## src/rtl/cpu_pkg.sv

```systemverilog
package cpu_pkg;

    localparam int xlen       = 32;
    localparam int dmem_words = 64;
    localparam int dmem_aw    = $clog2(dmem_words);

    // RV32I major opcodes in the supported subset
    localparam logic [6:0] op_rtype  = 7'b0110011;
    localparam logic [6:0] op_itype  = 7'b0010011;
    localparam logic [6:0] op_load   = 7'b0000011;
    localparam logic [6:0] op_store  = 7'b0100011;
    localparam logic [6:0] op_branch = 7'b1100011;

    typedef enum logic [2:0] {
        alu_add,
        alu_sub,
        alu_and,
        alu_or,
        alu_slt
    } alu_op_e;

    typedef struct packed {
        logic [6:0] funct7;
        logic [4:0] rs2;
        logic [4:0] rs1;
        logic [2:0] funct3;
        logic [4:0] rd;
        logic [6:0] opcode;
    } r_fmt_t;

    typedef struct packed {
        logic [11:0] imm;
        logic [4:0]  rs1;
        logic [2:0]  funct3;
        logic [4:0]  rd;
        logic [6:0]  opcode;
    } i_fmt_t;

    typedef struct packed {
        logic [6:0] imm_hi;
        logic [4:0] rs2;
        logic [4:0] rs1;
        logic [2:0] funct3;
        logic [4:0] imm_lo;
        logic [6:0] opcode;
    } s_fmt_t;

    // Branch offset bits are scattered, bit 0 is implied zero
    typedef struct packed {
        logic       imm12;
        logic [5:0] imm10_5;
        logic [4:0] rs2;
        logic [4:0] rs1;
        logic [2:0] funct3;
        logic [3:0] imm4_1;
        logic       imm11;
        logic [6:0] opcode;
    } b_fmt_t;

    typedef union packed {
        r_fmt_t r;
        i_fmt_t i;
        s_fmt_t s;
        b_fmt_t b;
    } inst_u;

    typedef struct packed {
        logic    reg_write;
        logic    mem_read;
        logic    mem_write;
        logic    branch;
        logic    alu_src;
        alu_op_e alu_op;
    } ctrl_t;

    typedef struct packed {
        logic            valid;
        logic [xlen-1:0] pc;
        inst_u           inst;
    } if_id_t;

    typedef struct packed {
        logic            valid;
        ctrl_t           ctrl;
        logic [xlen-1:0] pc;
        logic [xlen-1:0] rd1;
        logic [xlen-1:0] rd2;
        logic [xlen-1:0] imm;
        logic [4:0]      rs1;
        logic [4:0]      rs2;
        logic [4:0]      rd;
    } id_ex_t;

    typedef struct packed {
        logic            valid;
        ctrl_t           ctrl;
        logic [xlen-1:0] pc;
        logic [xlen-1:0] branch_target;
        logic            zero;
        logic [xlen-1:0] alu_result;
        logic [xlen-1:0] store_data;
        logic [4:0]      rd;
    } ex_mem_t;

    typedef struct packed {
        logic            valid;
        logic            reg_write;
        logic            mem_read;
        logic [xlen-1:0] pc;
        logic [xlen-1:0] read_data;
        logic [xlen-1:0] alu_result;
        logic [4:0]      rd;
    } mem_wb_t;

    typedef struct packed {
        logic            valid;
        logic [xlen-1:0] pc;
        logic            reg_write;
        logic [4:0]      rd;
        logic [xlen-1:0] wdata;
    } retire_t;

endpackage

```

## src/rtl/fetch_stage.sv

```systemverilog
`timescale 1ns/1ns

module fetch_stage import cpu_pkg::*; (
    input  logic            clk,
    input  logic            reset,
    input  logic            stall,
    input  logic            branch_taken,
    input  logic [xlen-1:0] branch_target,
    output logic [xlen-1:0] pc
);

    logic [xlen-1:0] pc_next;

    // Redirect wins over a load-use hold
    always_comb begin
        if (branch_taken) begin
            pc_next = branch_target;
        end else if (stall) begin
            pc_next = pc;
        end else begin
            pc_next = pc + xlen'(4);
        end
    end

    always_ff @(posedge clk) begin
        if (reset) begin
            pc <= '0;
        end else begin
            pc <= pc_next;
        end
    end

    // Targets come from the execute adder, so alignment depends on decoded offsets
    pc_aligned: assert property (@(posedge clk) disable iff (reset) pc[1:0] == 2'b00)
        else $error("fetch pc not word aligned: %h", pc);

endmodule

```

## src/rtl/decode_stage.sv

```systemverilog
`timescale 1ns/1ns

module decode_stage import cpu_pkg::*; (
    input  logic            clk,
    input  logic            reset,
    input  if_id_t          if_id,
    input  logic            id_ex_mem_read,
    input  logic [4:0]      id_ex_rd,
    input  logic            wb_write,
    input  logic [4:0]      wb_rd,
    input  logic [xlen-1:0] wb_data,
    output id_ex_t          id_ex_next,
    output logic            stall
);

    logic [xlen-1:0] regs [32];
    inst_u           inst;
    ctrl_t           ctrl;
    logic [xlen-1:0] imm;
    logic [xlen-1:0] rd1;
    logic [xlen-1:0] rd2;

    assign inst = if_id.inst;

    // Register file, x0 is never written
    always_ff @(posedge clk) begin
        if (reset) begin
            for (int i = 0; i < 32; i++) begin
                regs[i] <= '0;
            end
        end else if (wb_write && wb_rd != 5'd0) begin
            regs[wb_rd] <= wb_data;
        end
    end

    // Write-first read so writeback is visible the same cycle
    assign rd1 = (inst.r.rs1 == 5'd0) ? '0 :
                 (wb_write && wb_rd == inst.r.rs1) ? wb_data : regs[inst.r.rs1];
    assign rd2 = (inst.r.rs2 == 5'd0) ? '0 :
                 (wb_write && wb_rd == inst.r.rs2) ? wb_data : regs[inst.r.rs2];

    always_comb begin
        ctrl        = '0;
        ctrl.alu_op = alu_add;
        case (inst.r.opcode)
            op_rtype: begin
                ctrl.reg_write = 1'b1;
                case ({inst.r.funct7[5], inst.r.funct3})
                    4'b0_000: ctrl.alu_op = alu_add;
                    4'b1_000: ctrl.alu_op = alu_sub;
                    4'b0_111: ctrl.alu_op = alu_and;
                    4'b0_110: ctrl.alu_op = alu_or;
                    4'b0_010: ctrl.alu_op = alu_slt;
                    default:  ctrl.reg_write = 1'b0;
                endcase
            end
            op_itype: begin
                ctrl.reg_write = (inst.i.funct3 == 3'b000);
                ctrl.alu_src   = 1'b1;
            end
            op_load: begin
                ctrl.reg_write = 1'b1;
                ctrl.mem_read  = 1'b1;
                ctrl.alu_src   = 1'b1;
            end
            op_store: begin
                ctrl.mem_write = 1'b1;
                ctrl.alu_src   = 1'b1;
            end
            op_branch: begin
                ctrl.branch = (inst.b.funct3 == 3'b000);
                ctrl.alu_op = alu_sub;
            end
            default: ;
        endcase
    end

    // Immediate by format, anything unlisted uses the I layout
    always_comb begin
        case (inst.r.opcode)
            op_store:  imm = {{(xlen-12){inst.s.imm_hi[6]}}, inst.s.imm_hi, inst.s.imm_lo};
            op_branch: imm = {{(xlen-12){inst.b.imm12}}, inst.b.imm11, inst.b.imm10_5,
                              inst.b.imm4_1, 1'b0};
            default:   imm = {{(xlen-12){inst.i.imm[11]}}, inst.i.imm};
        endcase
    end

    always_comb begin
        id_ex_next.valid = if_id.valid;
        id_ex_next.ctrl  = if_id.valid ? ctrl : '0;
        id_ex_next.pc    = if_id.pc;
        id_ex_next.rd1   = rd1;
        id_ex_next.rd2   = rd2;
        id_ex_next.imm   = imm;
        id_ex_next.rs1   = inst.r.rs1;
        id_ex_next.rs2   = inst.r.rs2;
        // No destination unless the instruction writes back
        id_ex_next.rd    = ctrl.reg_write ? inst.r.rd : 5'd0;
    end

    // Load in execute feeding the instruction in decode
    assign stall = if_id.valid && id_ex_mem_read && id_ex_rd != 5'd0 &&
                   (id_ex_rd == inst.r.rs1 || id_ex_rd == inst.r.rs2);

    x0_zero: assert property (@(posedge clk) disable iff (reset) regs[0] == '0)
        else $error("register x0 holds %h", regs[0]);

endmodule

```

## src/rtl/execute_stage.sv

```systemverilog
`timescale 1ns/1ns

module execute_stage import cpu_pkg::*; (
    input  id_ex_t          id_ex,
    input  logic            ex_mem_fwd_write,
    input  logic [4:0]      ex_mem_fwd_rd,
    input  logic [xlen-1:0] ex_mem_fwd_data,
    input  logic            wb_write,
    input  logic [4:0]      wb_rd,
    input  logic [xlen-1:0] wb_data,
    output ex_mem_t         ex_mem_next
);

    logic            ex_hit_a;
    logic            ex_hit_b;
    logic            wb_hit_a;
    logic            wb_hit_b;
    logic [xlen-1:0] fwd_a;
    logic [xlen-1:0] fwd_b;
    logic [xlen-1:0] op_b;
    logic [xlen-1:0] diff;
    logic [xlen-1:0] alu_result;

    // Forwarding unit, the younger producer in ex_mem has priority
    assign ex_hit_a = ex_mem_fwd_write && ex_mem_fwd_rd != 5'd0 && ex_mem_fwd_rd == id_ex.rs1;
    assign ex_hit_b = ex_mem_fwd_write && ex_mem_fwd_rd != 5'd0 && ex_mem_fwd_rd == id_ex.rs2;
    assign wb_hit_a = wb_write && wb_rd != 5'd0 && wb_rd == id_ex.rs1;
    assign wb_hit_b = wb_write && wb_rd != 5'd0 && wb_rd == id_ex.rs2;

    assign fwd_a = ex_hit_a ? ex_mem_fwd_data : wb_hit_a ? wb_data : id_ex.rd1;
    assign fwd_b = ex_hit_b ? ex_mem_fwd_data : wb_hit_b ? wb_data : id_ex.rd2;

    assign op_b = id_ex.ctrl.alu_src ? id_ex.imm : fwd_b;
    assign diff = fwd_a - fwd_b;

    always_comb begin
        case (id_ex.ctrl.alu_op)
            alu_add: alu_result = fwd_a + op_b;
            alu_sub: alu_result = fwd_a - op_b;
            alu_and: alu_result = fwd_a & op_b;
            alu_or:  alu_result = fwd_a | op_b;
            alu_slt: alu_result = xlen'($signed(fwd_a) < $signed(op_b));
            default: alu_result = fwd_a + op_b;
        endcase
    end

    always_comb begin
        ex_mem_next.valid         = id_ex.valid;
        ex_mem_next.ctrl          = id_ex.ctrl;
        ex_mem_next.pc            = id_ex.pc;
        ex_mem_next.branch_target = id_ex.pc + id_ex.imm;
        // beq compares the register operands
        ex_mem_next.zero          = (diff == '0);
        ex_mem_next.alu_result    = alu_result;
        ex_mem_next.store_data    = fwd_b;
        ex_mem_next.rd            = id_ex.rd;
    end

endmodule

```

## src/rtl/memory_stage.sv

```systemverilog
`timescale 1ns/1ns

module memory_stage import cpu_pkg::*; (
    input  logic    clk,
    input  ex_mem_t ex_mem,
    output logic    branch_taken,
    output mem_wb_t mem_wb_next
);

    logic [xlen-1:0]    dmem [dmem_words];
    logic [dmem_aw-1:0] dmem_idx;
    logic               do_store;

    initial begin
        for (int i = 0; i < dmem_words; i++) begin
            dmem[i] = '0;
        end
    end

    // Word index, the address wraps past the array
    assign dmem_idx = ex_mem.alu_result[dmem_aw+1:2];
    assign do_store = ex_mem.valid && ex_mem.ctrl.mem_write;

    always_ff @(posedge clk) begin
        if (do_store) begin
            dmem[dmem_idx] <= ex_mem.store_data;
        end
    end

    assign branch_taken = ex_mem.valid && ex_mem.ctrl.branch && ex_mem.zero;

    always_comb begin
        mem_wb_next.valid      = ex_mem.valid;
        mem_wb_next.reg_write  = ex_mem.ctrl.reg_write;
        mem_wb_next.mem_read   = ex_mem.ctrl.mem_read;
        mem_wb_next.pc         = ex_mem.pc;
        mem_wb_next.read_data  = dmem[dmem_idx];
        mem_wb_next.alu_result = ex_mem.alu_result;
        mem_wb_next.rd         = ex_mem.rd;
    end

    // Decode never builds an instruction that both loads and stores
    no_load_store: assert property (@(posedge clk)
        ex_mem.valid |-> !(ex_mem.ctrl.mem_read && ex_mem.ctrl.mem_write))
        else $error("load and store active together at pc %h", ex_mem.pc);

endmodule

```

## src/rtl/cpu_top.sv

```systemverilog
`timescale 1ns/1ns

module cpu_top import cpu_pkg::*; (
    input  logic            clk,
    input  logic            reset,
    output logic [xlen-1:0] imem_addr,
    input  logic [xlen-1:0] imem_data,
    output retire_t         retire
);

    if_id_t          if_id;
    id_ex_t          id_ex;
    id_ex_t          id_ex_next;
    ex_mem_t         ex_mem;
    ex_mem_t         ex_mem_next;
    mem_wb_t         mem_wb;
    mem_wb_t         mem_wb_next;
    logic [xlen-1:0] pc;
    logic            stall;
    logic            branch_taken;
    logic            wb_write;
    logic [xlen-1:0] wb_data;

    assign imem_addr = pc;

    fetch_stage u_fetch (
        .clk           (clk),
        .reset         (reset),
        .stall         (stall),
        .branch_taken  (branch_taken),
        .branch_target (ex_mem.branch_target),
        .pc            (pc)
    );

    // IF/ID holds on stall, flushed on redirect
    always_ff @(posedge clk) begin
        if (reset || branch_taken) begin
            if_id.valid <= 1'b0;
        end else if (!stall) begin
            if_id.valid <= 1'b1;
            if_id.pc    <= pc;
            if_id.inst  <= imem_data;
        end
    end

    decode_stage u_decode (
        .clk            (clk),
        .reset          (reset),
        .if_id          (if_id),
        .id_ex_mem_read (id_ex.valid && id_ex.ctrl.mem_read),
        .id_ex_rd       (id_ex.rd),
        .wb_write       (wb_write),
        .wb_rd          (mem_wb.rd),
        .wb_data        (wb_data),
        .id_ex_next     (id_ex_next),
        .stall          (stall)
    );

    // Bubble into ID/EX on stall or flush
    always_ff @(posedge clk) begin
        if (reset || branch_taken || stall) begin
            id_ex.valid <= 1'b0;
            id_ex.ctrl  <= '0;
        end else begin
            id_ex <= id_ex_next;
        end
    end

    execute_stage u_execute (
        .id_ex            (id_ex),
        .ex_mem_fwd_write (ex_mem.valid && ex_mem.ctrl.reg_write && !ex_mem.ctrl.mem_read),
        .ex_mem_fwd_rd    (ex_mem.rd),
        .ex_mem_fwd_data  (ex_mem.alu_result),
        .wb_write         (wb_write),
        .wb_rd            (mem_wb.rd),
        .wb_data          (wb_data),
        .ex_mem_next      (ex_mem_next)
    );

    always_ff @(posedge clk) begin
        if (reset || branch_taken) begin
            ex_mem.valid <= 1'b0;
            ex_mem.ctrl  <= '0;
        end else begin
            ex_mem <= ex_mem_next;
        end
    end

    memory_stage u_memory (
        .clk          (clk),
        .ex_mem       (ex_mem),
        .branch_taken (branch_taken),
        .mem_wb_next  (mem_wb_next)
    );

    // The taken branch itself still moves on to writeback
    always_ff @(posedge clk) begin
        if (reset) begin
            mem_wb.valid     <= 1'b0;
            mem_wb.reg_write <= 1'b0;
            mem_wb.mem_read  <= 1'b0;
        end else begin
            mem_wb <= mem_wb_next;
        end
    end

    assign wb_write = mem_wb.valid && mem_wb.reg_write;
    assign wb_data  = mem_wb.mem_read ? mem_wb.read_data : mem_wb.alu_result;

    always_comb begin
        retire.valid     = mem_wb.valid;
        retire.pc        = mem_wb.pc;
        retire.reg_write = wb_write && mem_wb.rd != 5'd0;
        retire.rd        = mem_wb.rd;
        retire.wdata     = wb_data;
    end

endmodule

```

## config.mk

```make
export PLATFORM = sky130hd
export DESIGN_NAME = cpu_top
export DESIGN_NICKNAME = d
export VERILOG_FILES = /design/src/rtl/cpu_pkg.sv /design/src/rtl/fetch_stage.sv /design/src/rtl/decode_stage.sv /design/src/rtl/execute_stage.sv /design/src/rtl/memory_stage.sv /design/src/rtl/cpu_top.sv
export SDC_FILE = /design/constraint.sdc
export NUM_CORES = 2
export LEC_CHECK = 0
export BUFFER_PORTS_ARGS = -buffer_cell sky130_fd_sc_hd__buf_2
export CAP_MARGIN = 20
export CORE_UTILIZATION = 50
export CTS_CLUSTER_DIAMETER = 30
export DETAILED_ROUTE_END_ITERATION = 6
export MAX_ROUTING_LAYER = met4
export PLACE_DENSITY = 0.69
export SLEW_MARGIN = 10
export SYNTH_ARGS = -nofsm -noshare
export SYNTH_HDL_FRONTEND = slang
export SYNTH_SLANG_ARGS = --single-unit
```

## constraint.sdc

```tcl
create_clock -name clk -period 13.49 [get_ports clk]
set_clock_uncertainty 0.05 [all_clocks]
set_input_delay 0.6745 -clock clk [delete_from_list [all_inputs] [get_ports clk]]
set_output_delay 0.6745 -clock clk [all_outputs]
set_load 0.1 [all_outputs]
```

==> impl_metrics.yaml <==
status:
  status: "finished with violations"
  violations: "DRC"
place:
  dp_hpwl_um: 277000
  post-place-cells: 13200
  dp_slack_ps: 6670
  postPlaceCellArea_mm2: 0.158
  portBuffers: 136
  place.gp.congestion: 0.940
floorplan:
  ios: 137
  fp.dieW_um: 552
  initial_core_util: 0.503
  dieArea_mm2: 0.304
  num_rows: 201
  die_h_um: 552
  coreArea_mm2: 0.300
synthesis:
  synth-async-reset-ratio: 0
  netlist_instances: 9518
  netlist.area_leader.share: 0.694
  ys.flop_type: "edfxtp_1"
  synth_edf_count: 3495
  synth_area_per_cell_um2: 15.9
  ys_types: 90
  synth_seq_area_share: 0.701
  ys_top_cells_by_area: "edfxtp_1 (69%), mux4_2 (9.5%), nor2_1 (3.3%)"
  synth_most_common_cell: "edfxtp_1"
  yosys_warnings: 0
  netlist_area_mm2: 0.151
  ys_top_cells_by_count: "edfxtp_1 (3495), nor2_1 (1323), mux4_2 (640)"
  ys_seq_elements: 3545
  synth_top_area_cell: "edfxtp_1"
sta:
  relSlewSlack: 0.108
  slew_viol_final: 0
  max_clock_freq_ghz: 0.140
  fin_crit_ps: 7140
  rsz0062_at_grt: "no"
  setup_violations: 0
  hold_viol: 0
  finalWorstSetupSlack_ps: 6350
  fin_tns_setup_ps: 0
  holdWs_ps: 225
  worst_pin_slew_ps: 1330
  fin_crit_sh: 0.529
critical_path:
  regToRegSetupSlack_ps: 6350
  cp.required_ps: 14160
  cp-end-kind: "flop"
  reg2regPathDepth: 23
  crit_end: "ex_mem[67]"
  worstReg2RegEnd: "ex_mem[67]"
  crit_start: "retire[34]"
  startpoint_type: "flop"
  cp.arrival_ps: 7820
  path_max_fanout: 64
  setup.worst_path.class: "reg2reg"
  worstReg2RegStart: "retire[34]"
clocking:
  clockBufferDepth: 4
  cts-resized-gates: 0
  cts_buffers: 615
  cts_max_level: 6
  cts_hold_buffers: 32
  root_buffer: "clkbuf_16"
  cts_setup_buffers: 0
  path_clk_slew_ps: 50
  cts_sinks: 3545
  clock_latency_ps: 1090
  cts_tree: "done"
global_route:
  grt_pass1_vias: 95300
  grt_pass1_wl_um: 700000
  grt_max_degree: 108
  grt_overflow: 0
  antenna_found_initial: 35
  grt.total_usage: 0.336
layout:
  layoutNonFillerInstCount: 14400
  postLayoutCoreUtil: 0.599
  num-nets-final: 10100
  fillers: 21400
  syn_to_final_growth_pct: 18.9
  design_area_mm2: 0.180
  layout-drive-gt1-share: 0.224
drt:
  drtIter0Drc: 16200
  routed_wl_um: 505000
  via_per_inst: 6.86
  detail-route-antenna-nets: 0
  first_pass_iters: 7
  routedWlPerCell_um: 35.1
  drc: 7
  vias: 98600
hold_path:
  hold_path.class: "in2reg"
power:
  peakVddDrop_mv: 0.140
  p_total_mw: 32.0
  power_density_mw_per_mm2: 178
  leakagePower_nw: 61.0
job:
  max_cap_viol_count: 0
state kept, by name, indices dropped and copies added, names as in the netlist:
name           cells
u_decode.regs   1024
mem_wb            66
ex_mem           139
if_id             65
u_memory.dmem   2048
id_ex            133
u_fetch.pc        32
retire            38
cells in the final DEF (no fill, tap or decap), types with 34 or more instances in the layout:
cell type   instances
edfxtp_1         3495
clkbuf_1           64
bufinv_16          83
clkinv_1           68
nor4_1             44
nand2_2            34
xnor2_1            59
mux4_2            640
nor2_1           1254
dfxtp_1            49
xor2_1             54
clkinv_4           52
nand3_1            56
a22o_1            219
a21oi_1           231
nand2_1           218
inv_6              46
nor2b_1            87
clkinv_2           81
clkinvlp_4         57
nand4_1            60
a211oi_1          167
a31oi_1           230
a221oi_1          224
ha_1              159
o21ai_0           133
buf_4             318
nor2_4             68
buf_2             136
a22oi_1           592
inv_1             189
clkbuf_16         624
o21a_1             38
report_power, final:
part / switching, mW / internal [mW] / total (mW) / leakage, nW
sequential: 0.187 / 12.5 / 12.7 / 33.6
combinational: 2.39 / 1.00 / 3.39 / 17.0
clock: 5.73 / 10.2 / 15.9 / 10.3
worst min path at each step:
| stage | start | endpoint | depth (start not counted) | slack, ps |
|---|---|---|---|---|
| 5_1_grt | reset | u_decode.regs[0][28] | 1 | 210 |
| 3_5_place_dp | if_id[26] | id_ex[21] | 0 | 350 |
| 6_report | reset | u_decode.regs[0][28] | 1 | 230 |
| 3_3_place_gp | ex_mem[121] | retire[57] | 0 | 350 |
| 2_1_floorplan | if_id[32] | id_ex[111] | 0 | 350 |
| 4_1_cts | reset | u_decode.regs[0][28] | 1 | 230 |
worst max-delay path, cell delays in order (launching register included):
cell       delay (ps)
edfxtp_1          590
nor3_1            500
a21o_1            260
nor4_1            110
nand3_2            90
buf_4             570
nor2_1            100
a21oi_1           140
o21ai_0           220
mux2i_1           310
inv_1             100
ha_1              230
fa_1              490
o21bai_1          250
a31oi_1           110
o21ai_1           220
o31a_1            200
a31oi_1           240
o31ai_1           620
a311oi_2          290
o31ai_1           440
a2111oi_0         170
a2111oi_0         400
a21oi_1            90
per-layer routing:
metal  GRT usage  vias up  part of all wire
met2       0.490     8240              0.45
met3       0.101     1406              0.15
met4       0.170        0             0.056
met1       0.428    50000              0.35
li1            -    39000                 -
met5           -        -                 0
cell families after synthesis:
kind of cell,count (synthesis),synth area share
compound gates,2043,0.0985
xor+xnor,115,0.00666
fa+ha+maj,162,0.0136
buf+inv,972,0.0253
flops,3545,0.701
mux,688,0.0986
other cells,1,0.0000248
simple gates,1992,0.0563
layout make-up:
type	instances	area [um2]	area share
clock inverter	436	5620	0.0313
sequential	3545	106000	0.590
multi-input combinational	5032	42700	0.237
inverter	190	718	0.00400
antenna	25	62.6	0.000348
tap	3958	4950	0.0276
clock buffer	695	16000	0.0888
timing repair buffer	507	3800	0.0212
(Power assumes the default switching activity.)
